<file path="src/source/lc3b_types.sv">
`default_nettype none

package lc3b_types;

	localparam int NUM_REGS = 8;

	typedef logic [15:0] lc3b_word;
	typedef logic [2:0] lc3b_reg;

	// n, z, p
	typedef logic [2:0] lc3b_nzp;

	typedef enum logic [3:0] {
		op_br  = 4'b0000,
		op_add = 4'b0001,
		op_and = 4'b0101,
		op_ldr = 4'b0110,
		op_str = 4'b0111,
		op_not = 4'b1001,
		op_lea = 4'b1110
	} lc3b_opcode;

	typedef enum logic [1:0] {
		alu_add,
		alu_and,
		alu_not,
		alu_pass
	} lc3b_alu_op;

	typedef struct packed {
		lc3b_opcode opcode;
		lc3b_alu_op alu_op;
		logic sr2_imm;
		logic mem_read;
		logic mem_write;
		logic ld_reg;
		logic ld_cc;
		logic is_branch;
	} lc3b_control_word;

	typedef struct packed {
		logic valid;
		lc3b_word npc;
		lc3b_word ir;
		lc3b_control_word cw;
		lc3b_word sr1;
		lc3b_word sr2;
		lc3b_reg dr;
		lc3b_word address;
		lc3b_word result;
	} lc3b_stage_t;

endpackage : lc3b_types

`default_nettype wire

</file>
<file path="src/source/lc3b_mem_types.sv">
`default_nettype none

package lc3b_mem_types;

	localparam int WORDS_PER_BLOCK = 8;

	// byte offset inside a block
	localparam int OFFSET_BITS = 4;

	typedef logic [16*WORDS_PER_BLOCK-1:0] lc3b_c_block;

endpackage : lc3b_mem_types

`default_nettype wire

</file>
<file path="src/source/mem_port_if.sv">
`timescale 1ns/1ps
`default_nettype none

interface mem_port_if import lc3b_types::*; ();
	lc3b_word address;
	logic read;
	logic write;
	lc3b_word wdata;
	lc3b_word rdata;
	logic resp;

	// request held until resp pulses
	modport requester (
		output address, read, write, wdata,
		input rdata, resp
	);

	modport arbiter (
		input address, read, write, wdata,
		output rdata, resp
	);
endinterface : mem_port_if

`default_nettype wire

</file>
<file path="src/source/fetch.sv">
`timescale 1ns/1ps
`default_nettype none

module fetch import lc3b_types::*; (
	input logic clk,
	input logic arst_n,
	input logic load_regs,
	input logic dep_stall,
	input logic branch_taken,
	input lc3b_word target_pc,
	mem_port_if.requester imem,
	output lc3b_stage_t fd
);
	lc3b_word pc;
	lc3b_word ir_buf;
	logic buf_valid;
	lc3b_word instr;

	assign imem.address = pc;
	assign imem.read = !buf_valid;
	assign imem.write = 1'b0;
	assign imem.wdata = '0;

	// word arrives now or was parked while the pipe was held
	assign instr = buf_valid ? ir_buf : imem.rdata;

	always_ff @(posedge clk or negedge arst_n) begin
		if (!arst_n) begin
			pc <= '0;
			buf_valid <= 1'b0;
			fd <= '0;
		end else if (load_regs) begin
			if (branch_taken) begin
				pc <= target_pc;
				buf_valid <= 1'b0;
				fd.valid <= 1'b0;
			end else if (dep_stall) begin
				// decode keeps fd, so park the word at pc
				buf_valid <= 1'b1;
			end else begin
				pc <= pc + 16'd2;
				buf_valid <= 1'b0;
				fd.valid <= 1'b1;
				fd.npc <= pc + 16'd2;
				fd.ir <= instr;
			end
		end else if (imem.resp) begin
			buf_valid <= 1'b1;
		end
	end

	always_ff @(posedge clk) begin
		if (imem.resp)
			ir_buf <= imem.rdata;
	end

endmodule : fetch

`default_nettype wire

</file>
<file path="src/source/decode.sv">
`timescale 1ns/1ps
`default_nettype none

module decode import lc3b_types::*; (
	input logic clk,
	input logic arst_n,
	input logic load_regs,
	input lc3b_stage_t fd,
	input lc3b_stage_t ex_stage,
	input lc3b_stage_t wb_stage,
	input lc3b_word wb_data,
	output lc3b_stage_t de,
	output lc3b_nzp cc,
	output logic dep_stall
);
	lc3b_word regfile [NUM_REGS];
	lc3b_control_word cw;
	lc3b_opcode opcode;
	lc3b_reg sr1;
	lc3b_reg sr2;
	lc3b_reg dr;
	logic use_sr1;
	logic use_sr2;
	logic use_cc;
	lc3b_nzp wb_cc;

	function automatic logic writes_source(lc3b_stage_t s, lc3b_reg a, lc3b_reg b,
			logic use_a, logic use_b, logic use_codes);
		logic reg_hit;
		reg_hit = s.cw.ld_reg && ((use_a && s.dr == a) || (use_b && s.dr == b));
		return s.valid && (reg_hit || (use_codes && s.cw.ld_cc));
	endfunction

	assign opcode = lc3b_opcode'(fd.ir[15:12]);
	assign sr1 = fd.ir[8:6];
	assign dr = fd.ir[11:9];
	// str reads its data register from the dr field
	assign sr2 = (opcode == op_str) ? fd.ir[11:9] : fd.ir[2:0];
	assign use_cc = cw.is_branch;

	always_comb begin
		cw = '0;
		cw.opcode = opcode;
		cw.alu_op = alu_pass;
		use_sr1 = 1'b0;
		use_sr2 = 1'b0;
		case (opcode)
			op_add, op_and: begin
				cw.alu_op = (opcode == op_and) ? alu_and : alu_add;
				cw.sr2_imm = fd.ir[5];
				cw.ld_reg = 1'b1;
				cw.ld_cc = 1'b1;
				use_sr1 = 1'b1;
				use_sr2 = !fd.ir[5];
			end
			op_not: begin
				cw.alu_op = alu_not;
				cw.ld_reg = 1'b1;
				cw.ld_cc = 1'b1;
				use_sr1 = 1'b1;
			end
			op_lea: begin
				cw.ld_reg = 1'b1;
				cw.ld_cc = 1'b1;
			end
			op_ldr: begin
				cw.mem_read = 1'b1;
				cw.ld_reg = 1'b1;
				cw.ld_cc = 1'b1;
				use_sr1 = 1'b1;
			end
			op_str: begin
				cw.mem_write = 1'b1;
				use_sr1 = 1'b1;
				use_sr2 = 1'b1;
			end
			op_br: cw.is_branch = 1'b1;
			default: ;
		endcase
	end

	// older writers sit in de, ex and wb until the regfile is written
	assign dep_stall = fd.valid &&
		(writes_source(de, sr1, sr2, use_sr1, use_sr2, use_cc) ||
		writes_source(ex_stage, sr1, sr2, use_sr1, use_sr2, use_cc) ||
		writes_source(wb_stage, sr1, sr2, use_sr1, use_sr2, use_cc));

	assign wb_cc = wb_data[15] ? 3'b100 : (wb_data == '0) ? 3'b010 : 3'b001;

	always_ff @(posedge clk) begin
		if (load_regs && wb_stage.valid && wb_stage.cw.ld_reg)
			regfile[wb_stage.dr] <= wb_data;
	end

	always_ff @(posedge clk or negedge arst_n) begin
		if (!arst_n) begin
			cc <= 3'b010;
		end else if (load_regs && wb_stage.valid && wb_stage.cw.ld_cc) begin
			cc <= wb_cc;
		end
	end

	always_ff @(posedge clk or negedge arst_n) begin
		if (!arst_n) begin
			de <= '0;
		end else if (load_regs) begin
			// bubble into execute while stalled
			de.valid <= fd.valid && !dep_stall;
			de.npc <= fd.npc;
			de.ir <= fd.ir;
			de.cw <= cw;
			de.sr1 <= regfile[sr1];
			de.sr2 <= regfile[sr2];
			de.dr <= dr;
			de.address <= '0;
			de.result <= '0;
		end
	end

endmodule : decode

`default_nettype wire

</file>
<file path="src/source/execute.sv">
`timescale 1ns/1ps
`default_nettype none

module execute import lc3b_types::*; (
	input logic clk,
	input logic arst_n,
	input logic load_regs,
	input lc3b_stage_t de,
	input lc3b_nzp cc,
	output lc3b_stage_t ex,
	output logic branch_taken,
	output lc3b_word target_pc
);
	lc3b_word imm5;
	lc3b_word offset6;
	lc3b_word offset9;
	lc3b_word operand_b;
	lc3b_word address;
	lc3b_word alu_out;
	logic squash;
	logic live;

	assign imm5 = {{11{de.ir[4]}}, de.ir[4:0]};
	assign offset6 = {{9{de.ir[5]}}, de.ir[5:0], 1'b0};
	assign offset9 = {{6{de.ir[8]}}, de.ir[8:0], 1'b0};
	assign operand_b = de.cw.sr2_imm ? imm5 : de.sr2;

	assign address = (de.cw.opcode inside {op_lea, op_br}) ? de.npc + offset9
		: de.sr1 + offset6;

	always_comb begin
		case (de.cw.alu_op)
			alu_add: alu_out = de.sr1 + operand_b;
			alu_and: alu_out = de.sr1 & operand_b;
			alu_not: alu_out = ~de.sr1;
			default: alu_out = address;
		endcase
	end

	// the entry decoded next to a taken branch is dropped here
	assign live = de.valid && !squash;
	assign branch_taken = live && de.cw.is_branch && |(de.ir[11:9] & cc);
	assign target_pc = address;

	always_ff @(posedge clk or negedge arst_n) begin
		if (!arst_n) begin
			squash <= 1'b0;
			ex <= '0;
		end else if (load_regs) begin
			squash <= branch_taken;
			ex <= de;
			ex.valid <= live;
			ex.address <= address;
			ex.result <= alu_out;
		end
	end

endmodule : execute

`default_nettype wire

</file>
<file path="src/source/mem_wb.sv">
`timescale 1ns/1ps
`default_nettype none

module mem_wb import lc3b_types::*; (
	input logic clk,
	input logic arst_n,
	input logic load_regs,
	input lc3b_stage_t ex,
	mem_port_if.requester dmem,
	output lc3b_stage_t wb,
	output lc3b_word wb_data
);
	// set once the access finished but the pipe is still held
	logic done;
	lc3b_word held_word;
	lc3b_word load_word;

	assign dmem.address = ex.address;
	assign dmem.read = ex.valid && ex.cw.mem_read && !done;
	assign dmem.write = ex.valid && ex.cw.mem_write && !done;
	assign dmem.wdata = ex.sr2;

	assign wb_data = wb.cw.mem_read ? load_word : wb.result;

	always_ff @(posedge clk or negedge arst_n) begin
		if (!arst_n) begin
			done <= 1'b0;
			wb <= '0;
		end else if (load_regs) begin
			done <= 1'b0;
			wb <= ex;
		end else if (dmem.resp) begin
			done <= 1'b1;
		end
	end

	always_ff @(posedge clk) begin
		if (dmem.resp)
			held_word <= dmem.rdata;
		if (load_regs)
			load_word <= done ? held_word : dmem.rdata;
	end

endmodule : mem_wb

`default_nettype wire

</file>
<file path="src/source/arbiter.sv">
`timescale 1ns/1ps
`default_nettype none

module arbiter import lc3b_types::*; import lc3b_mem_types::*; (
	input logic clk,
	input logic arst_n,
	mem_port_if.arbiter imem,
	mem_port_if.arbiter dmem,
	input logic pmem_resp,
	input lc3b_c_block pmem_rdata,
	output logic pmem_read,
	output logic pmem_write,
	output lc3b_word pmem_address,
	output lc3b_c_block pmem_wdata
);
	typedef enum logic [1:0] {
		s_idle,
		s_read,
		s_merge,
		s_write
	} state_t;

	state_t state;
	logic data_owner;
	lc3b_word sel_address;
	logic [$clog2(WORDS_PER_BLOCK)-1:0] word_idx;
	lc3b_word word;
	lc3b_c_block merged;

	assign sel_address = data_owner ? dmem.address : imem.address;
	assign word_idx = sel_address[OFFSET_BITS-1:1];
	assign pmem_address = {sel_address[15:OFFSET_BITS], {OFFSET_BITS{1'b0}}};
	assign pmem_read = (state == s_read) || (state == s_merge);
	assign pmem_write = (state == s_write);

	assign word = pmem_rdata[16*word_idx +: 16];
	assign imem.rdata = word;
	assign dmem.rdata = word;
	assign imem.resp = pmem_resp && !data_owner && (state == s_read);
	assign dmem.resp = pmem_resp && data_owner && ((state == s_read) || (state == s_write));

	// store word dropped into the block just read
	always_comb begin
		merged = pmem_rdata;
		merged[16*word_idx +: 16] = dmem.wdata;
	end

	always_ff @(posedge clk) begin
		if (state == s_merge && pmem_resp)
			pmem_wdata <= merged;
	end

	always_ff @(posedge clk or negedge arst_n) begin
		if (!arst_n) begin
			state <= s_idle;
			data_owner <= 1'b0;
		end else begin
			case (state)
				s_idle: begin
					// data side goes first, it is the older instruction
					if (dmem.write) begin
						data_owner <= 1'b1;
						state <= s_merge;
					end else if (dmem.read) begin
						data_owner <= 1'b1;
						state <= s_read;
					end else if (imem.read) begin
						data_owner <= 1'b0;
						state <= s_read;
					end
				end
				s_read: if (pmem_resp) state <= s_idle;
				s_merge: if (pmem_resp) state <= s_write;
				s_write: if (pmem_resp) state <= s_idle;
				default: state <= s_idle;
			endcase
		end
	end

endmodule : arbiter

`default_nettype wire

</file>
<file path="src/source/mp3.sv">
`timescale 1ns/1ps
`default_nettype none

module mp3 import lc3b_types::*; import lc3b_mem_types::*; (
	input logic clk,
	input logic arst_n,

	input logic pmem_resp,
	input lc3b_c_block pmem_rdata,

	output logic pmem_read,
	output logic pmem_write,
	output lc3b_word pmem_address,
	output lc3b_c_block pmem_wdata
);
	lc3b_stage_t fd;
	lc3b_stage_t de;
	lc3b_stage_t ex;
	lc3b_stage_t wb;
	lc3b_word wb_data;
	lc3b_word target_pc;
	lc3b_nzp cc;
	logic dep_stall;
	logic branch_taken;
	logic load_regs;

	mem_port_if ifetch ();
	mem_port_if dmem ();

	// whole pipe holds while either side waits on memory
	assign load_regs = !(ifetch.read && !ifetch.resp) &&
		!((dmem.read || dmem.write) && !dmem.resp);

	fetch fetch_int (
		.clk,
		.arst_n,
		.load_regs,
		.dep_stall,
		.branch_taken,
		.target_pc,
		.imem(ifetch),
		.fd
	);

	decode decode_int (
		.clk,
		.arst_n,
		.load_regs,
		.fd,
		.ex_stage(ex),
		.wb_stage(wb),
		.wb_data,
		.de,
		.cc,
		.dep_stall
	);

	execute execute_int (
		.clk,
		.arst_n,
		.load_regs,
		.de,
		.cc,
		.ex,
		.branch_taken,
		.target_pc
	);

	mem_wb mem_wb_int (
		.clk,
		.arst_n,
		.load_regs,
		.ex,
		.dmem(dmem),
		.wb,
		.wb_data
	);

	arbiter arbiter_int (
		.clk,
		.arst_n,
		.imem(ifetch),
		.dmem(dmem),
		.pmem_resp,
		.pmem_rdata,
		.pmem_read,
		.pmem_write,
		.pmem_address,
		.pmem_wdata
	);

endmodule : mp3

`default_nettype wire

</file>
<file path="config.mk">
export PLATFORM = sky130hd
export DESIGN_NAME = mp3
export DESIGN_NICKNAME = d
export VERILOG_FILES = /design/src/source/lc3b_types.sv /design/src/source/lc3b_mem_types.sv /design/src/source/mem_port_if.sv /design/src/source/fetch.sv /design/src/source/decode.sv /design/src/source/execute.sv /design/src/source/mem_wb.sv /design/src/source/arbiter.sv /design/src/source/mp3.sv
export SDC_FILE = /design/constraint.sdc
export NUM_CORES = 1
export LEC_CHECK = 0
export ABC_AREA = 1
export BUFFER_PORTS_ARGS = -buffer_cell sky130_fd_sc_hd__buf_4
export CAP_MARGIN = 20
export CORE_ASPECT_RATIO = 0.8
export CORE_MARGIN = 4
export CORE_UTILIZATION = 51
export CTS_BUF_LIST = sky130_fd_sc_hd__clkbuf_4 sky130_fd_sc_hd__clkbuf_8
export DETAILED_ROUTE_END_ITERATION = 16
export PLACE_DENSITY_LB_ADDON = 0.1
export SLEW_MARGIN = 30
export SYNTH_ARGS = -nofsm -noshare
export SYNTH_HDL_FRONTEND = slang
export SYNTH_SLANG_ARGS = --single-unit
</file>
<file path="constraint.sdc">
create_clock -name clk -period 5.1 [get_ports clk]
set_input_delay 0.51 -clock clk [delete_from_list [all_inputs] [get_ports clk]]
set_output_delay 0.51 -clock clk [all_outputs]
set_load 0.05 [all_outputs]
</file>
; Word level (Yosys, flattened, before mapping)
; Memories as Yosys holds them, arrays and structs flattened. A register that Yosys moved wholly into a read port is not among the register bits.
; Cells that the tools add are included.
[totals]
reg_bits = 357
latchBits = 0
ramBits = 128
rom_bits = 0
input_bits = 131
output_inout_bits = 146
elab_cells = 194
mem_count = 1
[op_classes]
n_addsub = 5
multipliers = 0
div = 0
magnitude_cmp = 0
n_eq_ne = 23
shift = 3
mux = 41
bitwise_logic = 5
n_reduce_logical = 75
[mem_list]
columns = memory, words, width, rd, rd_ports_with_merged_regs, write_ports, line_no
row1 = decode_int.regfile, 8, 16, 2, 2, 1, decode.sv:16  ; lc3b_word regfile [NUM_REGS];
[op_table]
columns = cell, count
row1 = $bwmux 128, 1
row2 = $mux 16, 8
row3 = $shift 16x34->128 const A, 1
row4 = $shiftx 128x8->16, 1
row5 = $shiftx 16x34->128, 1
row6 = $add 16x16->16, 3
row7 = $pmux 16 s3, 1
row8 = $logic_and 1x1->1, 35
row9 = $neg 7->34, 1
row10 = $mux 33, 1
row11 = $eq 3x3->1, 6
row12 = $mux 1, 18
row13 = $add 16x2->16 const B, 1
row14 = $and 16x16->16, 1
row15 = $logic_not 16->1, 1
row16 = $not 16->16, 1
row17 = $mux 2, 7
row18 = $eq 4x3->1 const B, 3
row19 = $eq 4x4->1 const B, 3
row20 = $logic_not 1->1, 12
row21 = $logic_or 1x1->1, 11
row22 = $reduce_or 5->1, 2
row23 = $logic_not 4->1, 2
row24 = $eq 2x2->1 const B, 3
row25 = 18 further kinds, 28

; Depth between registers and ports, before layout
[depth]
depth_word = 14
ltp_mapped = 18

; By module
; From an unflattened synthesis, not the netlist that was laid out.
[hier_totals]
hier_cells = 4291
area_unflattened_um2 = 34986.1
[modules_own_cells]
columns = mod, instances, cells_each, area_per_inst_um2, seq_area_each_um2
row1 = decode, 1, 989, 9550.4, 5721.7
row2 = arbiter, 1, 1125, 8369.3, 3918.8
row3 = execute, 1, 1084, 7462.2, 2827.7
row4 = mem_wb, 1, 649, 5903.2, 3788.6
row5 = fetch, 1, 439, 3682.3, 1731.7
row6 = mp3, 1, 5, 18.8, 0.0

; Worst setup path before layout
; No wires, ideal clock.
[synth_timing]
path_type = reg-to-reg
startpoint = register arbiter_int.state[1]
endpoint = memory decode_int.regfile[0][0] in the netlist's numbering, enable pin
setup_ns = 0.388
arrival_ns = 3.515
t_required_ns = 4.712
setup_slack_ns = 1.196
path_stages_with_launch = 9
n_path_buf = 0
cell_sequence = dfrtp_1 > ha_1 > nor2_1 > nor3_1 > or2_1 > nand2_2 > nor2_1 > nand2_1 > nor2_1
[synth_between]
elab_chain_len = 11
elab_cells_between_ends = 16
classes_between = eq/ne: 2 / mux: 2 / reduce/logical: 12
[synth_lines]
columns = element, line_no
row1 = start: declaration, arbiter.sv:23  ; state_t state;
row2 = start signal: assignment, arbiter.sv:55  ; state <= s_idle;
row3 = start signal: assignment, arbiter.sv:63  ; state <= s_merge;
row4 = start signal: assignment, arbiter.sv:66  ; state <= s_read;
row5 = $eq 2x2->1, n/a
row6 = via pmem_write, mp3.sv:12  ; output logic pmem_write,
row7 = $logic_or 1x1->1, arbiter.sv:40  ; assign dmem.resp = pmem_resp && data_owner && ((state == s_read) || (state == s_write));
row8 = $logic_and 1x1->1, arbiter.sv:40
row9 = via arbiter_int.dmem.resp, mem_port_if.sv:20  ; output rdata, resp
row10 = $logic_not 1->1, mp3.sv:32  ; !((dmem.read || dmem.write) && !dmem.resp);
row11 = $logic_and 1x1->1, mp3.sv:32
row12 = $logic_not 1->1, mp3.sv:32
row13 = $logic_and 1x1->1, mp3.sv:31  ; assign load_regs = !(ifetch.read && !ifetch.resp) &&
row14 = $logic_and 1x1->1 (2 in a row), decode.sv:91  ; if (load_regs && wb_stage.valid && wb_stage.cw.ld_reg)
row15 = $mux 1, decode.sv:91
row16 = $mux 1 (implied by the code), decode.sv:92  ; regfile[wb_stage.dr] <= wb_data;
row17 = end: declaration, decode.sv:16
; The timed path passes the listed nets, and every way through them passes these cells.

; Final worst setup path
[layout_timing]
startpoint = register arbiter_int.data_owner
endpoint = register arbiter_int.pmem_wdata[111], data pin
[layout_between]
elab_chain_len = 4
elab_cells_between_ends = 5
classes_between = add/sub: 1 / shift: 2 / mux: 2
[layout_lines]
columns = element, line_no
row1 = start: declaration, arbiter.sv:24  ; logic data_owner;
row2 = start signal: assignment, arbiter.sv:56  ; data_owner <= 1'b0;
row3 = start signal: assignment, arbiter.sv:62  ; data_owner <= 1'b1;
row4 = start signal: assignment, arbiter.sv:65  ; data_owner <= 1'b1;
row5 = $mux 16 (*), arbiter.sv:30  ; assign sel_address = data_owner ? dmem.address : imem.address;
row6 = $neg 7->34 (*), arbiter.sv:45  ; merged[16*word_idx +: 16] = dmem.wdata;
row7 = $shiftx 16x34->128 / $shift 16x34->128 (equally long branches), arbiter.sv:45
row8 = $bwmux 128 (*), arbiter.sv:45
row9 = via arbiter_int.merged[111], arbiter.sv:28  ; lc3b_c_block merged;
row10 = end signal: assignment, arbiter.sv:50  ; pmem_wdata <= merged;
row11 = end: declaration, arbiter.sv:14  ; output lc3b_c_block pmem_wdata
; The timed path passes the listed nets; every way through them passes the cells marked *.
; A chain may end at the register's enable or synchronous reset.

==> results.py <==
metrics = {
    "power_and_ir_drop": {
        "power_frac_comb": 0.516,
        "intPower_w": 0.0109,
        "seqPwrFrac": 0.311,
        "p_sw_frac": 0.499,
        "power_leakage_nw": 13.6,
        "vdd_drop_max_v": 0.000429,
        "p_per_area_nw_per_um2": 703,
        "p_clk_frac": 0.173,
        "p_switching_w": 0.0109,
    },
    "timing": {
        "slew_violations": 0,
        "rsz0062_at_grt": "false",
        "slew_headroom": 0.412,
        "clock_skew_ps": 26.4,
        "finalCritPeriodShare": 0.682,
        "fin_tns_setup_ps": 0,
        "final_hold_viol_count": 0,
        "fmax_mhz": 287,
        "post-route-min-period_ps": 3480,
        "fin_ws_ps": 1620,
        "setup_viol": 0,
        "worst_pin_slew_ps": 882,
    },
    "synth": {
        "synth_cells": 3144,
        "ys_ff_latch": 510,
        "synth_edf_count": 304,
        "async_flop_share": 0.404,
        "synthTopCellsByArea": "edfxtp_1 34%, dfrtp_1 19%, nand2_1 12%",
        "synth_flop_cell": "edfxtp_1",
        "seq_area_frac_synth": 0.536,
        "synth_top_area_share": 0.342,
        "synth_cell_types": 47,
        "netlist_area_um2": 26700,
        "ys_warn_count": 0,
        "syn_area_per_cell_um2": 8.48,
        "synth_largest_area_cell": "edfxtp_1",
    },
    "worst_hold_path": {
        "hp-start": "pmem_rdata[48]",
        "min_to": "arbiter_int.pmem_wdata[48]",
        "min_path_cells": 3,
        "min_path_type": "primary input to register",
    },
    "critical_path": {
        "rr_worst_depth": 10,
        "crit_type": "register to register",
        "cp-end-kind": "register",
        "arrival_ps": 3880,
        "r2r_start": "arbiter_int.data_owner",
        "cp_data_required_time_ps": 5500,
        "reg2reg_setup_slack_ps": 1620,
        "worstPathMaxFanout": 31,
        "r2r-end": "arbiter_int.pmem_wdata[111]",
        "cp-start-kind": "register",
    },
    "global_route": {
        "grt_pass1_wl_mm": 148,
        "grt_max_degree": 103,
        "antenna_found_initial": 10,
        "groute.usage.overall": 0.352,
        "grt_pass1_vias": 23100,
        "grt-ovfl-total": 0,
    },
    "detailed_routing": {
        "drt_iter0_drc": 3259,
        "wire_per_inst_um": 24.8,
        "totalWireLength_mm": 102,
        "vias": 25000,
        "ant_nets": 0,
        "routed_via_density": 6.06,
        "first_pass_iters": 7,
        "drc": 0,
    },
    "cells_and_area": {
        "area_growth_pct": 16.4,
        "final_nets": 3561,
        "drive_gt1_frac": 0.146,
    },
    "clock_network": {
        "cts_tree": "yes",
        "cts_buffers": 83,
        "clkSinkCount": 510,
        "htree_num_levels": 3,
        "clkLatencyLatePin_ps": 680,
        "root_buffer": "clkbuf_8",
        "path_clk_slew_ps": 70,
        "max-clock-path-buffers": 3,
        "post_cts_buffers": 0,
    },
    "floorplanning": {
        "die_area_um2": 56100,
        "start_util": 0.519,
        "dieHeight_um": 213,
        "core_area_um2": 51400,
        "die_w_um": 264,
        "num_io_pins": 277,
        "rows": 74,
    },
    "job": {
        "maxCapViolCount": 0,
    },
    "placement": {
        "port_buffers": 272,
        "gp_congestion": 1.04,
        "place_ws_ps": 1360,
        "hpwl_mm": 75.3,
    },
    "run_status": {
        "status": "finished, final reports clean",
    },
}
[layer usage]
layer,part of all wire,vias to the layer above,global-route usage,wire length (µm)
met2,0.43,1591,0.520,43800
met1,0.41,12000,0.512,42200
li1,-,11200,-,-
met3,0.12,256,0.0918,12200
met5,0.00013,-,0,13
met4,0.038,2,0.115,3910
[final cells by class]
cell class | instances | area (µm²)
Antenna cell | 5 | 12.5
Clock buffer | 136 | 1630
Clock inverter | 16 | 118
Fill cell | 4509 | 20300
Inverter | 240 | 913
Multi-Input combinational cell | 2219 | 10800
Sequential cell | 510 | 14300
Tap cell | 684 | 856
Timing Repair Buffer | 318 | 2430
[metrics by stage]
| step | hold slack, ps | instance area (µm²) | total power [W] | utilization | cells |
|---|---|---|---|---|---|
| finish | 118 | 31000 | 0.0218 | 0.604 | 4128 |
| global route | 105 | 31000 | 0.0231 | 0.604 | 4126 |
| CTS | 78.3 | 31000 | 0.0215 | 0.604 | 4123 |
| detailed placement | 450 | 29300 | 0.0178 | 0.570 | 3970 |
| global placement | 450 | 29200 | 0.0176 | 0.569 | 3969 |
| floorplan | 214 | 26700 | 0.0139 | - | 3147 |
[cell usage after synthesis, types with 8 or more instances]
cell type,count
o221ai_1,44
o211ai_1,29
xnor2_1,12
a31oi_1,13
dfrtp_1,205
edfxtp_1,304
buf_2,32
xor2_1,13
nand2_1,845
clkbuf_1,130
nor2_1,292
o21ai_1,9
o22ai_1,40
inv_1,234
a21oi_1,74
buf_1,8
nand4_1,37
nor3_1,48
o21ai_0,492
nand3_1,150
ha_1,55
[critical path, stage by stage, from the launching register on]
cell     delay, ps
dfrtp_2        720
nand2_1        200
o21ai_4        120
inv_1           50
buf_4          190
ha_1           190
ha_1           340
inv_1          170
nand3_1        430
inv_1          620
o21ai_0        160
[power by group through the flow]
stage | logic [W] | clock network (W) | registers [W]
after CTS | 0.0110 | 0.00381 | 0.00675
after floorplan | 0.00709 | 0 | 0.00684
after global placement | 0.0108 | 0 | 0.00680
after detailed placement | 0.0109 | 0 | 0.00682
final | 0.0113 | 0.00378 | 0.00679
after global routing | 0.0123 | 0.00399 | 0.00686
[logic make-up after synthesis]
group / Yosys count / synth area share
xor gates and xnor gates: 25 / 0.00821
adders and majority gates: 58 / 0.0280
DFF: 510 / 0.536
buffers and inverters: 418 / 0.0619
AOI/OAI and AO/OA: 727 / 0.150
other: 1 / 0.000141
muxes: 3 / 0.00131
and+or+nand+nor: 1402 / 0.214
[layout by cell type, fill, tap and decap left out, types with 5 or more instances in the layout]
master,instances
nand2_1,842
o21ai_0,492
buf_4,314
edfxtp_1,304
nor2_1,291
inv_1,231
dfrtp_1,203
nand3_1,149
clkbuf_8,98
a21oi_1,74
ha_1,55
nor3_1,47
o221ai_1,44
o22ai_1,40
clkbuf_4,38
nand4_1,37
o211ai_1,29
a31oi_1,13
xor2_1,13
xnor2_1,12
o21ai_1,8
nand2_2,7
clkinv_1,7
nor4_1,7
a21boi_0,7
or2_2,6
diode_2,5
o21bai_1,5
clkinv_2,5
[worst max path at each step]
stage / startpoint / to / slack, ps
after floorplan: arbiter_int.state[1] / decode_int.regfile[0][0] / 1200
after global placement: arbiter_int.data_owner / arbiter_int.pmem_wdata[102] / 1490
after detailed placement: arbiter_int.data_owner / arbiter_int.pmem_wdata[70] / 1360
after CTS: arbiter_int.data_owner / arbiter_int.pmem_wdata[69] / 1320
after global routing: arbiter_int.data_owner / arbiter_int.pmem_wdata[97] / 1370
final: arbiter_int.data_owner / arbiter_int.pmem_wdata[111] / 1620
[timing repair]
action                    CTS  global route
hold endpoints to repair   56             0
hold buffers                1             0
gates resized for setup     0             0
[state kept, by name, indices dropped and copies added (netlist names)]
| register | count |
|---|---|
| fetch_int.buf_valid | 1 |
| fetch_int.fd | 33 |
| fetch_int.imem.address | 16 |
| decode_int.de | 72 |
| execute_int.ex | 54 |
| arbiter_int.data_owner | 1 |
| fetch_int.ir_buf | 16 |
| arbiter_int.pmem_wdata | 128 |
| mem_wb_int.wb | 22 |
| arbiter_int.state | 2 |
| decode_int.regfile | 128 |
| execute_int.squash | 1 |
| mem_wb_int.load_word | 16 |
| mem_wb_int.held_word | 16 |
| decode_int.cc | 3 |
| mem_wb_int.done | 1 |
Note: power is estimated with default switching activity, not from simulation.
